$ cat src/video_pkg.sv
package video_pkg;

   // component and sideband widths of a pixel beat.
   localparam int PIXEL_WIDTH = 8;
   localparam int DTYPE_WIDTH = 3;
   localparam int META_WIDTH = 16;

   // the table is indexed directly by y.
   localparam int LUT_ADDR_WIDTH = 8;
   localparam int LUT_DEPTH = 1 << LUT_ADDR_WIDTH;

   // DI bus field widths.
   localparam int TERM_ADDR_WIDTH = 16;
   localparam int REG_ADDR_WIDTH = 32;
   localparam int DI_DATA_WIDTH = 16;
   localparam int STATUS_WIDTH = 16;

   typedef logic [PIXEL_WIDTH-1:0]     pixel_t;     // u and v are taken as signed.
   typedef logic [DTYPE_WIDTH-1:0]     dtype_t;
   typedef logic [META_WIDTH-1:0]      meta_t;
   typedef logic [TERM_ADDR_WIDTH-1:0] term_addr_t;
   typedef logic [REG_ADDR_WIDTH-1:0]  reg_addr_t;
   typedef logic [DI_DATA_WIDTH-1:0]   di_data_t;
   typedef logic [STATUS_WIDTH-1:0]    status_t;

   // terminal addresses on the DI bus.
   localparam term_addr_t TERM_LOOKUP_MAP = 16'h0003;
   localparam term_addr_t TERM_CHROMA_OFFSET = 16'h0004;

   localparam status_t STATUS_OK = 16'h0000;
   localparam status_t STATUS_NO_TERM = 16'hffff;

   // chroma offset register numbers.
   localparam reg_addr_t REG_U_OFFSET = 32'd0;
   localparam reg_addr_t REG_V_OFFSET = 32'd1;

endpackage

$ cat src/chroma_offset.sv
module chroma_offset (
   input  logic                  di_clk,
   input  logic                  resetb_clk,

   input  video_pkg::term_addr_t di_term_addr,
   input  video_pkg::reg_addr_t  di_reg_addr,
   input  logic                  di_read_mode,
   input  logic                  di_read_req,
   input  logic                  di_write_mode,
   input  logic                  di_write,
   input  video_pkg::di_data_t   di_reg_datai,
   output logic                  di_read_rdy,
   output video_pkg::di_data_t   di_reg_datao,
   output logic                  di_write_rdy,
   output logic                  di_claim,

   input  logic                  dvi,
   input  video_pkg::dtype_t     dtypei,
   input  video_pkg::pixel_t     y,
   input  video_pkg::pixel_t     u,
   input  video_pkg::pixel_t     v,
   input  video_pkg::meta_t      meta_datai,
   output logic                  dvo,
   output video_pkg::dtype_t     dtypeo,
   output video_pkg::pixel_t     yo,
   output video_pkg::pixel_t     uo,
   output video_pkg::pixel_t     vo,
   output video_pkg::meta_t      meta_datao
);

   localparam int PAD_WIDTH = video_pkg::DI_DATA_WIDTH - video_pkg::PIXEL_WIDTH;

   logic                hit;
   logic                rd_hit;
   video_pkg::pixel_t   u_offset;
   video_pkg::pixel_t   v_offset;
   video_pkg::di_data_t rd_data;

   // two's complement add, clamped to the range of one component.
   function automatic video_pkg::pixel_t sat_add(input video_pkg::pixel_t a,
                                                 input video_pkg::pixel_t b);
      logic [video_pkg::PIXEL_WIDTH:0] sum;
      sum = {a[video_pkg::PIXEL_WIDTH-1], a} + {b[video_pkg::PIXEL_WIDTH-1], b};
      if (sum[video_pkg::PIXEL_WIDTH] != sum[video_pkg::PIXEL_WIDTH-1]) begin
         // overflow, so the extra sign bit tells which rail to take.
         sat_add = sum[video_pkg::PIXEL_WIDTH] ? {1'b1, {(video_pkg::PIXEL_WIDTH-1){1'b0}}}
                                               : {1'b0, {(video_pkg::PIXEL_WIDTH-1){1'b1}}};
      end else begin
         sat_add = sum[video_pkg::PIXEL_WIDTH-1:0];
      end
   endfunction

   assign hit = (di_term_addr == video_pkg::TERM_CHROMA_OFFSET);
   assign rd_hit = hit && di_read_mode && di_read_req;

   always_comb begin
      rd_data = '0;   // unused register numbers read as zero.
      if (di_reg_addr == video_pkg::REG_U_OFFSET) begin
         rd_data = {{PAD_WIDTH{u_offset[video_pkg::PIXEL_WIDTH-1]}}, u_offset};
      end else if (di_reg_addr == video_pkg::REG_V_OFFSET) begin
         rd_data = {{PAD_WIDTH{v_offset[video_pkg::PIXEL_WIDTH-1]}}, v_offset};
      end
   end

   always_ff @(posedge di_clk or negedge resetb_clk) begin
      if (!resetb_clk) begin
         u_offset     <= '0;
         v_offset     <= '0;
         di_read_rdy  <= 1'b0;
         di_reg_datao <= '0;
         di_write_rdy <= 1'b0;
         di_claim     <= 1'b0;
      end else begin
         if (hit && di_write && di_reg_addr == video_pkg::REG_U_OFFSET) begin
            u_offset <= di_reg_datai[video_pkg::PIXEL_WIDTH-1:0];
         end
         if (hit && di_write && di_reg_addr == video_pkg::REG_V_OFFSET) begin
            v_offset <= di_reg_datai[video_pkg::PIXEL_WIDTH-1:0];
         end
         di_claim     <= hit;
         di_write_rdy <= hit && di_write_mode;
         di_read_rdy  <= rd_hit;
         if (rd_hit) begin
            di_reg_datao <= rd_data;
         end
      end
   end

   always_ff @(posedge di_clk or negedge resetb_clk) begin
      if (!resetb_clk) begin
         dvo        <= 1'b0;
         dtypeo     <= '0;
         yo         <= '0;
         uo         <= '0;
         vo         <= '0;
         meta_datao <= '0;
      end else begin
         dvo        <= dvi;
         dtypeo     <= dtypei;
         yo         <= y;
         uo         <= sat_add(u, u_offset);
         vo         <= sat_add(v, v_offset);
         meta_datao <= meta_datai;
      end
   end

endmodule

$ cat src/di_return_mux.sv
module di_return_mux (
   input  logic                lm_read_rdy,
   input  video_pkg::di_data_t lm_reg_datao,
   input  logic                lm_write_rdy,
   input  logic                lm_claim,

   input  logic                co_read_rdy,
   input  video_pkg::di_data_t co_reg_datao,
   input  logic                co_write_rdy,
   input  logic                co_claim,

   output logic                di_read_rdy,
   output video_pkg::di_data_t di_reg_datao,
   output logic                di_write_rdy,
   output logic                di_en,
   output video_pkg::status_t  di_transfer_status
);

   logic any_claim;

   assign any_claim = lm_claim || co_claim;

   assign di_read_rdy = lm_read_rdy || co_read_rdy;
   assign di_write_rdy = lm_write_rdy || co_write_rdy;
   assign di_en = any_claim;

   // at most one terminal claims a given address.
   always_comb begin
      if (co_claim) begin
         di_reg_datao = co_reg_datao;
      end else if (lm_claim) begin
         di_reg_datao = lm_reg_datao;
      end else begin
         di_reg_datao = '0;
      end
   end

   assign di_transfer_status = any_claim ? video_pkg::STATUS_OK : video_pkg::STATUS_NO_TERM;

endmodule

$ cat src/lookup_map.sv
module lookup_map (
   input  logic                  di_clk,
   input  logic                  resetb_clk,
   input  logic                  lut_enable,

   input  video_pkg::term_addr_t di_term_addr,
   input  video_pkg::reg_addr_t  di_reg_addr,
   input  logic                  di_read_mode,
   input  logic                  di_read_req,
   input  logic                  di_write_mode,
   input  logic                  di_write,
   input  video_pkg::di_data_t   di_reg_datai,
   output logic                  di_read_rdy,
   output video_pkg::di_data_t   di_reg_datao,
   output logic                  di_write_rdy,
   output logic                  di_claim,

   input  logic                  dvi,
   input  video_pkg::dtype_t     dtypei,
   input  video_pkg::pixel_t     y,
   input  video_pkg::pixel_t     u,
   input  video_pkg::pixel_t     v,
   input  video_pkg::meta_t      meta_datai,
   output logic                  dvo,
   output video_pkg::dtype_t     dtypeo,
   output video_pkg::pixel_t     yo,
   output video_pkg::pixel_t     uo,
   output video_pkg::pixel_t     vo,
   output video_pkg::meta_t      meta_datao
);

   localparam int PAD_WIDTH = video_pkg::DI_DATA_WIDTH - video_pkg::PIXEL_WIDTH;

   logic                                 hit;
   logic                                 rd_hit;
   logic                                 ram_we;
   logic [video_pkg::LUT_ADDR_WIDTH-1:0] ram_addr;
   video_pkg::pixel_t                    ram_q;

   // first pipeline stage, lined up with the RAM read.
   logic                                 dv_d;
   logic                                 lut_en_d;
   video_pkg::dtype_t                    dtype_d;
   video_pkg::pixel_t                    y_d;
   video_pkg::pixel_t                    u_d;
   video_pkg::pixel_t                    v_d;
   video_pkg::meta_t                     meta_d;

   assign hit = (di_term_addr == video_pkg::TERM_LOOKUP_MAP);
   assign rd_hit = hit && di_read_mode && di_read_req;
   assign ram_we = hit && di_write;

   // a bus access takes the RAM port away from the pixel stream.
   assign ram_addr = (hit && (di_read_mode || di_write_mode)) ?
                     di_reg_addr[video_pkg::LUT_ADDR_WIDTH-1:0] : y;

   lut_ram u_lut_ram (
      .di_clk (di_clk),
      .addr   (ram_addr),
      .we     (ram_we),
      .datai  (di_reg_datai[video_pkg::PIXEL_WIDTH-1:0]),
      .datao  (ram_q)
   );

   always_ff @(posedge di_clk or negedge resetb_clk) begin
      if (!resetb_clk) begin
         di_read_rdy  <= 1'b0;
         di_reg_datao <= '0;
         di_write_rdy <= 1'b0;
         di_claim     <= 1'b0;
      end else begin
         di_claim     <= hit;
         di_write_rdy <= hit && di_write_mode;
         di_read_rdy  <= rd_hit;
         if (rd_hit) begin
            di_reg_datao <= {{PAD_WIDTH{1'b0}}, ram_q};   // address was held a cycle early.
         end
      end
   end

   always_ff @(posedge di_clk) begin
      dtype_d <= dtypei;
      y_d     <= y;
      u_d     <= u;
      v_d     <= v;
      meta_d  <= meta_datai;
   end

   always_ff @(posedge di_clk or negedge resetb_clk) begin
      if (!resetb_clk) begin
         dv_d       <= 1'b0;
         lut_en_d   <= 1'b0;
         dvo        <= 1'b0;
         dtypeo     <= '0;
         yo         <= '0;
         uo         <= '0;
         vo         <= '0;
         meta_datao <= '0;
      end else begin
         dv_d       <= dvi;
         lut_en_d   <= lut_enable;   // the enable travels with its own beat.
         dvo        <= dv_d;
         dtypeo     <= dtype_d;
         yo         <= lut_en_d ? ram_q : y_d;
         uo         <= u_d;
         vo         <= v_d;
         meta_datao <= meta_d;
      end
   end

endmodule

$ cat src/lut_ram.sv
module lut_ram (
   input  logic                                 di_clk,
   input  logic [video_pkg::LUT_ADDR_WIDTH-1:0] addr,
   input  logic                                 we,
   input  video_pkg::pixel_t                    datai,
   output video_pkg::pixel_t                    datao
);

   video_pkg::pixel_t mem [video_pkg::LUT_DEPTH];

   // the read returns the old entry when a write hits the same address.
   always_ff @(posedge di_clk) begin
      if (we) begin
         mem[addr] <= datai;
      end
      datao <= mem[addr];
   end

endmodule

$ cat src/video_pipe.sv
module video_pipe (
   input  logic                  di_clk,
   input  logic                  resetb_clk,
   input  logic                  lut_enable,

   input  video_pkg::term_addr_t di_term_addr,
   input  video_pkg::reg_addr_t  di_reg_addr,
   input  logic                  di_read_mode,
   input  logic                  di_read_req,
   input  logic                  di_write_mode,
   input  logic                  di_write,
   input  video_pkg::di_data_t   di_reg_datai,
   output logic                  di_read_rdy,
   output video_pkg::di_data_t   di_reg_datao,
   output logic                  di_write_rdy,
   output logic                  di_en,
   output video_pkg::status_t    di_transfer_status,

   input  logic                  dvi,
   input  video_pkg::dtype_t     dtypei,
   input  video_pkg::pixel_t     y,
   input  video_pkg::pixel_t     u,
   input  video_pkg::pixel_t     v,
   input  video_pkg::meta_t      meta_datai,
   output logic                  dvo,
   output video_pkg::dtype_t     dtypeo,
   output video_pkg::pixel_t     yo,
   output video_pkg::pixel_t     uo,
   output video_pkg::pixel_t     vo,
   output video_pkg::meta_t      meta_datao
);

   // bus returns of each terminal.
   logic                lm_read_rdy;
   video_pkg::di_data_t lm_reg_datao;
   logic                lm_write_rdy;
   logic                lm_claim;
   logic                co_read_rdy;
   video_pkg::di_data_t co_reg_datao;
   logic                co_write_rdy;
   logic                co_claim;

   // pixel beat between the two stages.
   logic                lm_dvo;
   video_pkg::dtype_t   lm_dtypeo;
   video_pkg::pixel_t   lm_yo;
   video_pkg::pixel_t   lm_uo;
   video_pkg::pixel_t   lm_vo;
   video_pkg::meta_t    lm_meta_datao;

   lookup_map u_lookup_map (
      .di_clk        (di_clk),
      .resetb_clk    (resetb_clk),
      .lut_enable    (lut_enable),
      .di_term_addr  (di_term_addr),
      .di_reg_addr   (di_reg_addr),
      .di_read_mode  (di_read_mode),
      .di_read_req   (di_read_req),
      .di_write_mode (di_write_mode),
      .di_write      (di_write),
      .di_reg_datai  (di_reg_datai),
      .di_read_rdy   (lm_read_rdy),
      .di_reg_datao  (lm_reg_datao),
      .di_write_rdy  (lm_write_rdy),
      .di_claim      (lm_claim),
      .dvi           (dvi),
      .dtypei        (dtypei),
      .y             (y),
      .u             (u),
      .v             (v),
      .meta_datai    (meta_datai),
      .dvo           (lm_dvo),
      .dtypeo        (lm_dtypeo),
      .yo            (lm_yo),
      .uo            (lm_uo),
      .vo            (lm_vo),
      .meta_datao    (lm_meta_datao)
   );

   chroma_offset u_chroma_offset (
      .di_clk        (di_clk),
      .resetb_clk    (resetb_clk),
      .di_term_addr  (di_term_addr),
      .di_reg_addr   (di_reg_addr),
      .di_read_mode  (di_read_mode),
      .di_read_req   (di_read_req),
      .di_write_mode (di_write_mode),
      .di_write      (di_write),
      .di_reg_datai  (di_reg_datai),
      .di_read_rdy   (co_read_rdy),
      .di_reg_datao  (co_reg_datao),
      .di_write_rdy  (co_write_rdy),
      .di_claim      (co_claim),
      .dvi           (lm_dvo),
      .dtypei        (lm_dtypeo),
      .y             (lm_yo),
      .u             (lm_uo),
      .v             (lm_vo),
      .meta_datai    (lm_meta_datao),
      .dvo           (dvo),
      .dtypeo        (dtypeo),
      .yo            (yo),
      .uo            (uo),
      .vo            (vo),
      .meta_datao    (meta_datao)
   );

   di_return_mux u_di_return_mux (
      .lm_read_rdy        (lm_read_rdy),
      .lm_reg_datao       (lm_reg_datao),
      .lm_write_rdy       (lm_write_rdy),
      .lm_claim           (lm_claim),
      .co_read_rdy        (co_read_rdy),
      .co_reg_datao       (co_reg_datao),
      .co_write_rdy       (co_write_rdy),
      .co_claim           (co_claim),
      .di_read_rdy        (di_read_rdy),
      .di_reg_datao       (di_reg_datao),
      .di_write_rdy       (di_write_rdy),
      .di_en              (di_en),
      .di_transfer_status (di_transfer_status)
   );

endmodule

$ cat config.mk
export PLATFORM = sky130hd
export DESIGN_NAME = video_pipe
export DESIGN_NICKNAME = d
export VERILOG_FILES = /design/src/video_pkg.sv /design/src/chroma_offset.sv /design/src/di_return_mux.sv /design/src/lookup_map.sv /design/src/lut_ram.sv /design/src/video_pipe.sv
export SDC_FILE = /design/constraint.sdc
export NUM_CORES = 2
export LEC_CHECK = 0
export BUFFER_PORTS_ARGS = -buffer_cell sky130_fd_sc_hd__buf_2
export CAP_MARGIN = 20
export CORE_MARGIN = 10
export CORE_UTILIZATION = 45
export CTS_BUF_LIST = sky130_fd_sc_hd__clkbuf_2
export CTS_CLUSTER_SIZE = 8
export DETAILED_ROUTE_END_ITERATION = 10
export PLACE_DENSITY = 0.61
export SYNTH_ARGS = -nofsm -noshare
export SYNTH_HDL_FRONTEND = slang
export SYNTH_SLANG_ARGS = --single-unit
$ cat constraint.sdc
create_clock -name di_clk -period 4.23 [get_ports di_clk]
set_input_delay 0 -clock di_clk [delete_from_list [all_inputs] [get_ports di_clk]]
set_output_delay 0 -clock di_clk [all_outputs]
set_load 0.005 [all_outputs]
Yosys cells after proc, flatten, opt, wreduce, memory -nomap -nowiden

Memories as Yosys holds them, arrays and structs flattened. A register that Yosys moved wholly into a read port is not among the register bits.
Cells that the tools add are included.

Reductions and logical operators: 16
Add/subtract/negate cells: 2
Equal/unequal tests: 5
Muxes and demuxes: 13

Operators by type and width:

| operator                                              | count |
|---|---|
| two-way mux 16 bit                                    | 4 |
| two-way mux 8 bit                                     | 7 |
| equality test 32 x 1 -> 1 bit (second input constant) | 1 |
| logical NOT 32 bit                                    | 1 |
| adder 8 x 8 -> 9 bit                                  | 2 |
| equality test 16 x 2 -> 1 bit (second input constant) | 1 |
| equality test 16 x 3 -> 1 bit (second input constant) | 1 |
| logical AND 1 bit                                     | 11 |
| logical OR 1 bit                                      | 4 |
| two-way mux 1 bit                                     | 2 |
| != test 1 bit                                         | 2 |

Memories: 1
Word-level logic and storage cells: 66
Memory bits (writable): 2048
Input port bits: 115
Output and inout port bits: 79
Register bits after elaboration: 179

Memory list:

| memory                     | depth | bits a word | read ports | clocked after memory_dff | write ports | RTL line     | RTL |
|---|---|---|---|---|---|---|---|
| u_lookup_map.u_lut_ram.mem | 256   | 8           | 1          | 1                        | 1           | lut_ram.sv:9 | `video_pkg::pixel_t mem [video_pkg::LUT_DEPTH];` |

Longest topological paths before layout

Word-level depth: 4
Mapped depth: 15
Gate-level depth less buffers: 11

Cells and area by module

A second synthesis with hierarchy kept.

Cell total of the unflattened synthesis: 4001
Area, all modules: 84868.9 µm²

By module, submodules not included:

| module        | instances | cells each | area each (µm²) | seq. area each (µm²) |
|---|---|---|---|---|
| lut_ram       | 1         | 3547       | 78492.8         | 61659.1 |
| chroma_offset | 1         | 264        | 3199.3          | 1776.7 |
| lookup_map    | 1         | 147        | 2827.7          | 2287.2 |
| di_return_mux | 1         | 43         | 349.1           | 0.0 |

Worst setup path after synthesis

OpenSTA, ideal clock, no wires.

Path kind: input to register
Start: input di_term_addr[3]
End: memory u_lookup_map.u_lut_ram.mem[180][0] (netlist bit) (enable)
Arrival time: 3192 ps
Required time: 3860 ps
Buffers on the path: 4
Setup time: 370 ps
Stages: 10
Path slack: 668 ps
Path through: or4_1 > buf_2 > nor4_4 > nand2_1 > clkbuf_1 > o31ai_1 > clkbuf_1 > nand2_1 > clkbuf_1 > nor2_1

Longest elaborated chain between the ends: 4
Elaborated cells on any way between the ends: 6
Those cells by class: eq/ne (1); mux (3); reduce/logical (2)

RTL lines:

| element                                 | RTL line         | RTL |
|---|---|---|
| start: declaration                      | video_pipe.sv:6  | `input video_pkg::term_addr_t di_term_addr,` |
| equality test 16 x 2 -> 1 bit (*)       | lookup_map.sv:49 | `assign hit = (di_term_addr == video_pkg::TERM_LOOKUP_MAP);` |
| logical AND 1 bit                       | lookup_map.sv:51 | `assign ram_we = hit && di_write;` |
| two-way mux 1 bit                       | lut_ram.sv:13    | `if (we) begin` |
| two-way mux 1 bit (not written as such) | lut_ram.sv:14    | `mem[addr] <= datai;` |
| end: declaration                        | lut_ram.sv:9     |  |

Every way passes the cells marked *; elsewhere a longest branch is shown, timed or not.

Final worst setup path

Start: input di_term_addr[6]
End: register u_lookup_map.u_lut_ram.datao[7], read port of u_lookup_map.u_lut_ram.mem

Longest elaborated chain between the ends: 3

RTL lines:

| element                       | RTL line         | RTL |
|---|---|---|
| equality test 16 x 2 -> 1 bit | lookup_map.sv:49 |  |
| logical AND 1 bit             | lookup_map.sv:54 | `assign ram_addr = (hit && (di_read_mode \|\| di_write_mode)) ?` |
| two-way mux 8 bit             | lookup_map.sv:54 |  |
| end: declaration              | lut_ram.sv:6     | `output video_pkg::pixel_t datao` |

Every way passes these cells.
A chain may end at the register's enable or synchronous reset.

==> results.cfg <==
[placement]
gp_congestion = 0.8725
place_hpwl_mm = 154.6
io_buffer_count = 185

[global_routing]
grt_pass1_wl_mm = 386.2
grt_max_degree = 135
antenna_found_initial = 10
grt_pass1_vias = 56960
overflow = 0
grt_usage_pct = 25.01

[floorplan]
core_area_um2 = 187800
die_area_um2 = 206700
pin_count = 194
fp-row-count = 159
dieWidth_um = 454.7
start_util_pct = 45.27
die_h_um = 454.7

[clock_tree]
root_buffer = clkbuf_2
cts_post_setup_buffers_inserted = 0
clk_pin_slew_worst_paths_ns = 0.09
htree_num_levels = 6
cts_sinks = 2227
clockBufferDepth = 4
cts_tree = built
cts_made_buffers = 569
clk_latency_ns = 1.88

[timing]
fin_skew_ns = 0.1671
holdWs_ns = 0.2437
tightest_slew_ns = 1.242
drv_slew = 0
clock.fmax_mhz = 231.5
period_needed_ns = 4.320
final-setup-viol-count = 16
relSlewSlack_pct = 17.22
hold_viol_final = 0
min_period_over_period_pct = 102.1
setup_tns_ns = -0.5134
rsz0062_at_grt = no
fin_ws_ns = -0.09000

[setup_path]
critPathKind = in -> reg
crit_fanout = 125
arrival_ns = 6.06
start_kind = input port
cp-end-kind = register
worstPathRequired_ns = 5.97

[yosys]
yosysWarnings = 0
synth_nets = 5551
synth_seq_area_share_pct = 77.31
synthArstFlopShare_pct = 5.748
synth_flop_cell = edfxtp_1
syn_area_per_cell_um2 = 15.69
ys_types = 61
synth_area_um2 = 85010
ys_ff_latch = 2227
synthCells = 5418
synth-edff-count = 2048

[drt]
dr.pass1.iters = 6
viasPerCell = 6.058
ant_nets = 0
wl_mm = 265.8
dr.first_iter.drc_count = 7491
route.vias.total = 57210
drc = 0
wl_per_cell_um = 28.14

[finish]
n_fill_cell = 15430
multi_input_area_um2 = 17710
final-seq-area_um2 = 65720
drive_gt1_share_pct = 24.97
area_growth_syn_to_layout_pct = 18.39
layout.nets = 6706
fin_util_pct = 53.59
final_common_cell = edfxtp_1
final_cell_mix = edfxtp_1 (2048), clkbuf_2 (820), o21ai_0 (793)

[outcome]
violations = negative setup slack
status = finished with violations

[power_and_ir_drop]
p_int_mw = 30.46
pwr-share-clk_pct = 34.6
p_sw_mw = 10.26
vdd_drop_max_mv = 0.2327
total_power_mw = 40.72
p_per_area_nw_per_um2 = 404.6
seqPwrFrac_pct = 59.3
switching_share_pct = 25.20
p_comb_share_pct = 6.1
power.leakage_nw = 33.63

[hold_path]
min_path_type = in -> reg

[job]
maxCapViolations = 0
==> metrics by stage <==
stage / cells / setup WS [ns] / cell area, um2
floorplan: 5418 / 0.6678 / 85010
global placement: 8189 / -0.2033 / 92450
detailed placement: 8189 / -0.1859 / 92450
CTS: 9429 / 0.02981 / 100400
global route: 9438 / 0.02715 / 100600
finish: 9443 / -0.09000 / 100600
==> synth_stat cells, types with 4 or more instances <==
library cell / n / share of area (%)
edfxtp_1: 2048 / 72
o21ai_0: 795 / 4.7
a22oi_1: 536 / 4.7
clkbuf_1: 357 / 1.6
nor2_1: 281 / 1.2
a21oi_1: 240 / 1.4
a41oi_1: 206 / 2.1
dfrtp_1: 128 / 3.8
a22o_1: 95 / 0.98
nand2_1: 70 / 0.31
nor4_1: 65 / 0.48
dfxtp_1: 51 / 1.2
a21o_1: 50 / 0.44
buf_2: 49 / 0.29
mux2_2: 42 / 0.56
mux2i_1: 39 / 0.46
o22ai_1: 35 / 0.26
o31ai_1: 33 / 0.29
buf_1: 31 / 0.14
o41a_1: 24 / 0.32
o41ai_1: 24 / 0.25
buf_4: 22 / 0.19
ha_1: 16 / 0.24
inv_1: 16 / 0.071
a31oi_1: 13 / 0.096
nand3_1: 11 / 0.065
or3_1: 11 / 0.081
nand2b_1: 10 / 0.074
mux4_2: 8 / 0.21
o2111a_1: 8 / 0.11
o2111ai_1: 8 / 0.082
o22a_1: 8 / 0.082
a221oi_1: 7 / 0.072
o21bai_1: 7 / 0.062
nand3b_1: 6 / 0.053
nor3_1: 6 / 0.035
xnor2_1: 6 / 0.062
and3_1: 5 / 0.037
nand4_1: 5 / 0.037
buf_6: 4 / 0.053
xor2_1: 4 / 0.041
==> path summary, 6_finish.rpt <==
check	start	to	slack (ns)	cells past startpoint
worst max-delay path	di_term_addr[6]	u_lookup_map.u_lut_ram.datao[7]	-0.09	16
worst min-delay path	y[5]	u_lookup_map.y_d[5]	0.24	4
worst max register to register	u_chroma_offset.v_offset[0]	u_chroma_offset.vo[5]	0.98	11
worst min register to register	u_lookup_map.meta_d[1]	u_lookup_map.meta_datao[1]	0.31	0
max in group asynchronous	resetb_clk	u_chroma_offset.di_reg_datao[6]	2.92	7
min in group asynchronous	resetb_clk	u_chroma_offset.meta_datao[4]	0.42	6
==> critical path, stage by stage <==
cell and delay, ns:
dlygate4sd3_1 0.55, buf_2 0.13, dlygate4sd3_1 0.60, nor3_1 0.35
nand3_1 0.17, dlygate4sd3_1 0.67, buf_4 0.22, nor4_4 0.61
or2_4 0.36, buf_12 0.45, a22oi_1 0.20, a21oi_1 0.34
o41ai_1 0.16, dlygate4sd3_1 0.62, o2111a_1 0.22, o2111ai_1 0.20
==> state kept, by name (all words and copies together), names as in the netlist, 8 cells and up <==
name                          count
u_lookup_map.uo                   8
u_lookup_map.y_d                  8
u_lookup_map.u_lut_ram.mem     2048
u_chroma_offset.u_offset          8
u_lookup_map.meta_datao          16
u_lookup_map.meta_d              16
u_lookup_map.u_lut_ram.datao      8
u_lookup_map.di_reg_datao         8
u_chroma_offset.di_reg_datao      8
u_chroma_offset.uo                8
u_lookup_map.vo                   8
u_chroma_offset.yo                8
u_lookup_map.v_d                  8
u_chroma_offset.v_offset          8
u_chroma_offset.meta_datao       16
u_lookup_map.yo                   8
u_lookup_map.u_d                  8
u_chroma_offset.vo                8
==> cells by family (layout without fill, tap and decap cells) <==
family | count (synthesis) | after routing | share of synthesized area [%]
flops | 2227 | 2227 | 77.31
mux | 89 | 89 | 1.227
fa+ha+maj | 18 | 18 | 0.2826
buf+inv | 479 | 1994 | 2.319
other cells | 0 | 15 | 0
compound gates | 2102 | 2102 | 16.13
simple gates | 493 | 493 | 2.629
xor+xnor | 10 | 10 | 0.1030
==> metal layers <==
metal	vias to the layer above	share of wire [%]	wire length, um	GRT usage (%)
li1	24510	-	-	-
met1	28770	40	106000	33.85
met2	3452	46	123300	39.00
met3	474	11	28650	6.845
met4	4	2.9	7758	8.712
met5	-	0.011	30	0
==> final cells by class <==
class                   count  area share [%]
inverters                  16         0.05967
flip-flops and latches   2227           65.30
clock buffers             820           4.078
well taps                2495           3.102
multi-input cells        2712           17.59
diodes                     15         0.03729
clock inverters           111          0.6178
repair buffers           1047           9.213
==> power by group through the flow <==
stage | logic (mW) | registers (mW) | clock network (mW)
after floorplan | 0.914 | 24.6 | 0
after global placement | 2.17 | 24.6 | 0
after detailed placement | 2.19 | 24.6 | 0
after CTS | 2.43 | 24.1 | 14.3
after global routing | 2.60 | 24.2 | 15.6
final | 2.48 | 24.2 | 14.1
==> repair_timing <==
action	CTS	global route
resized for setup	0	53
setup endpoints to repair	0	1949
hold buffers	309	0
endpoints found under the hold margin	4315	0
Note: power is estimated with default switching activity, not from simulation.
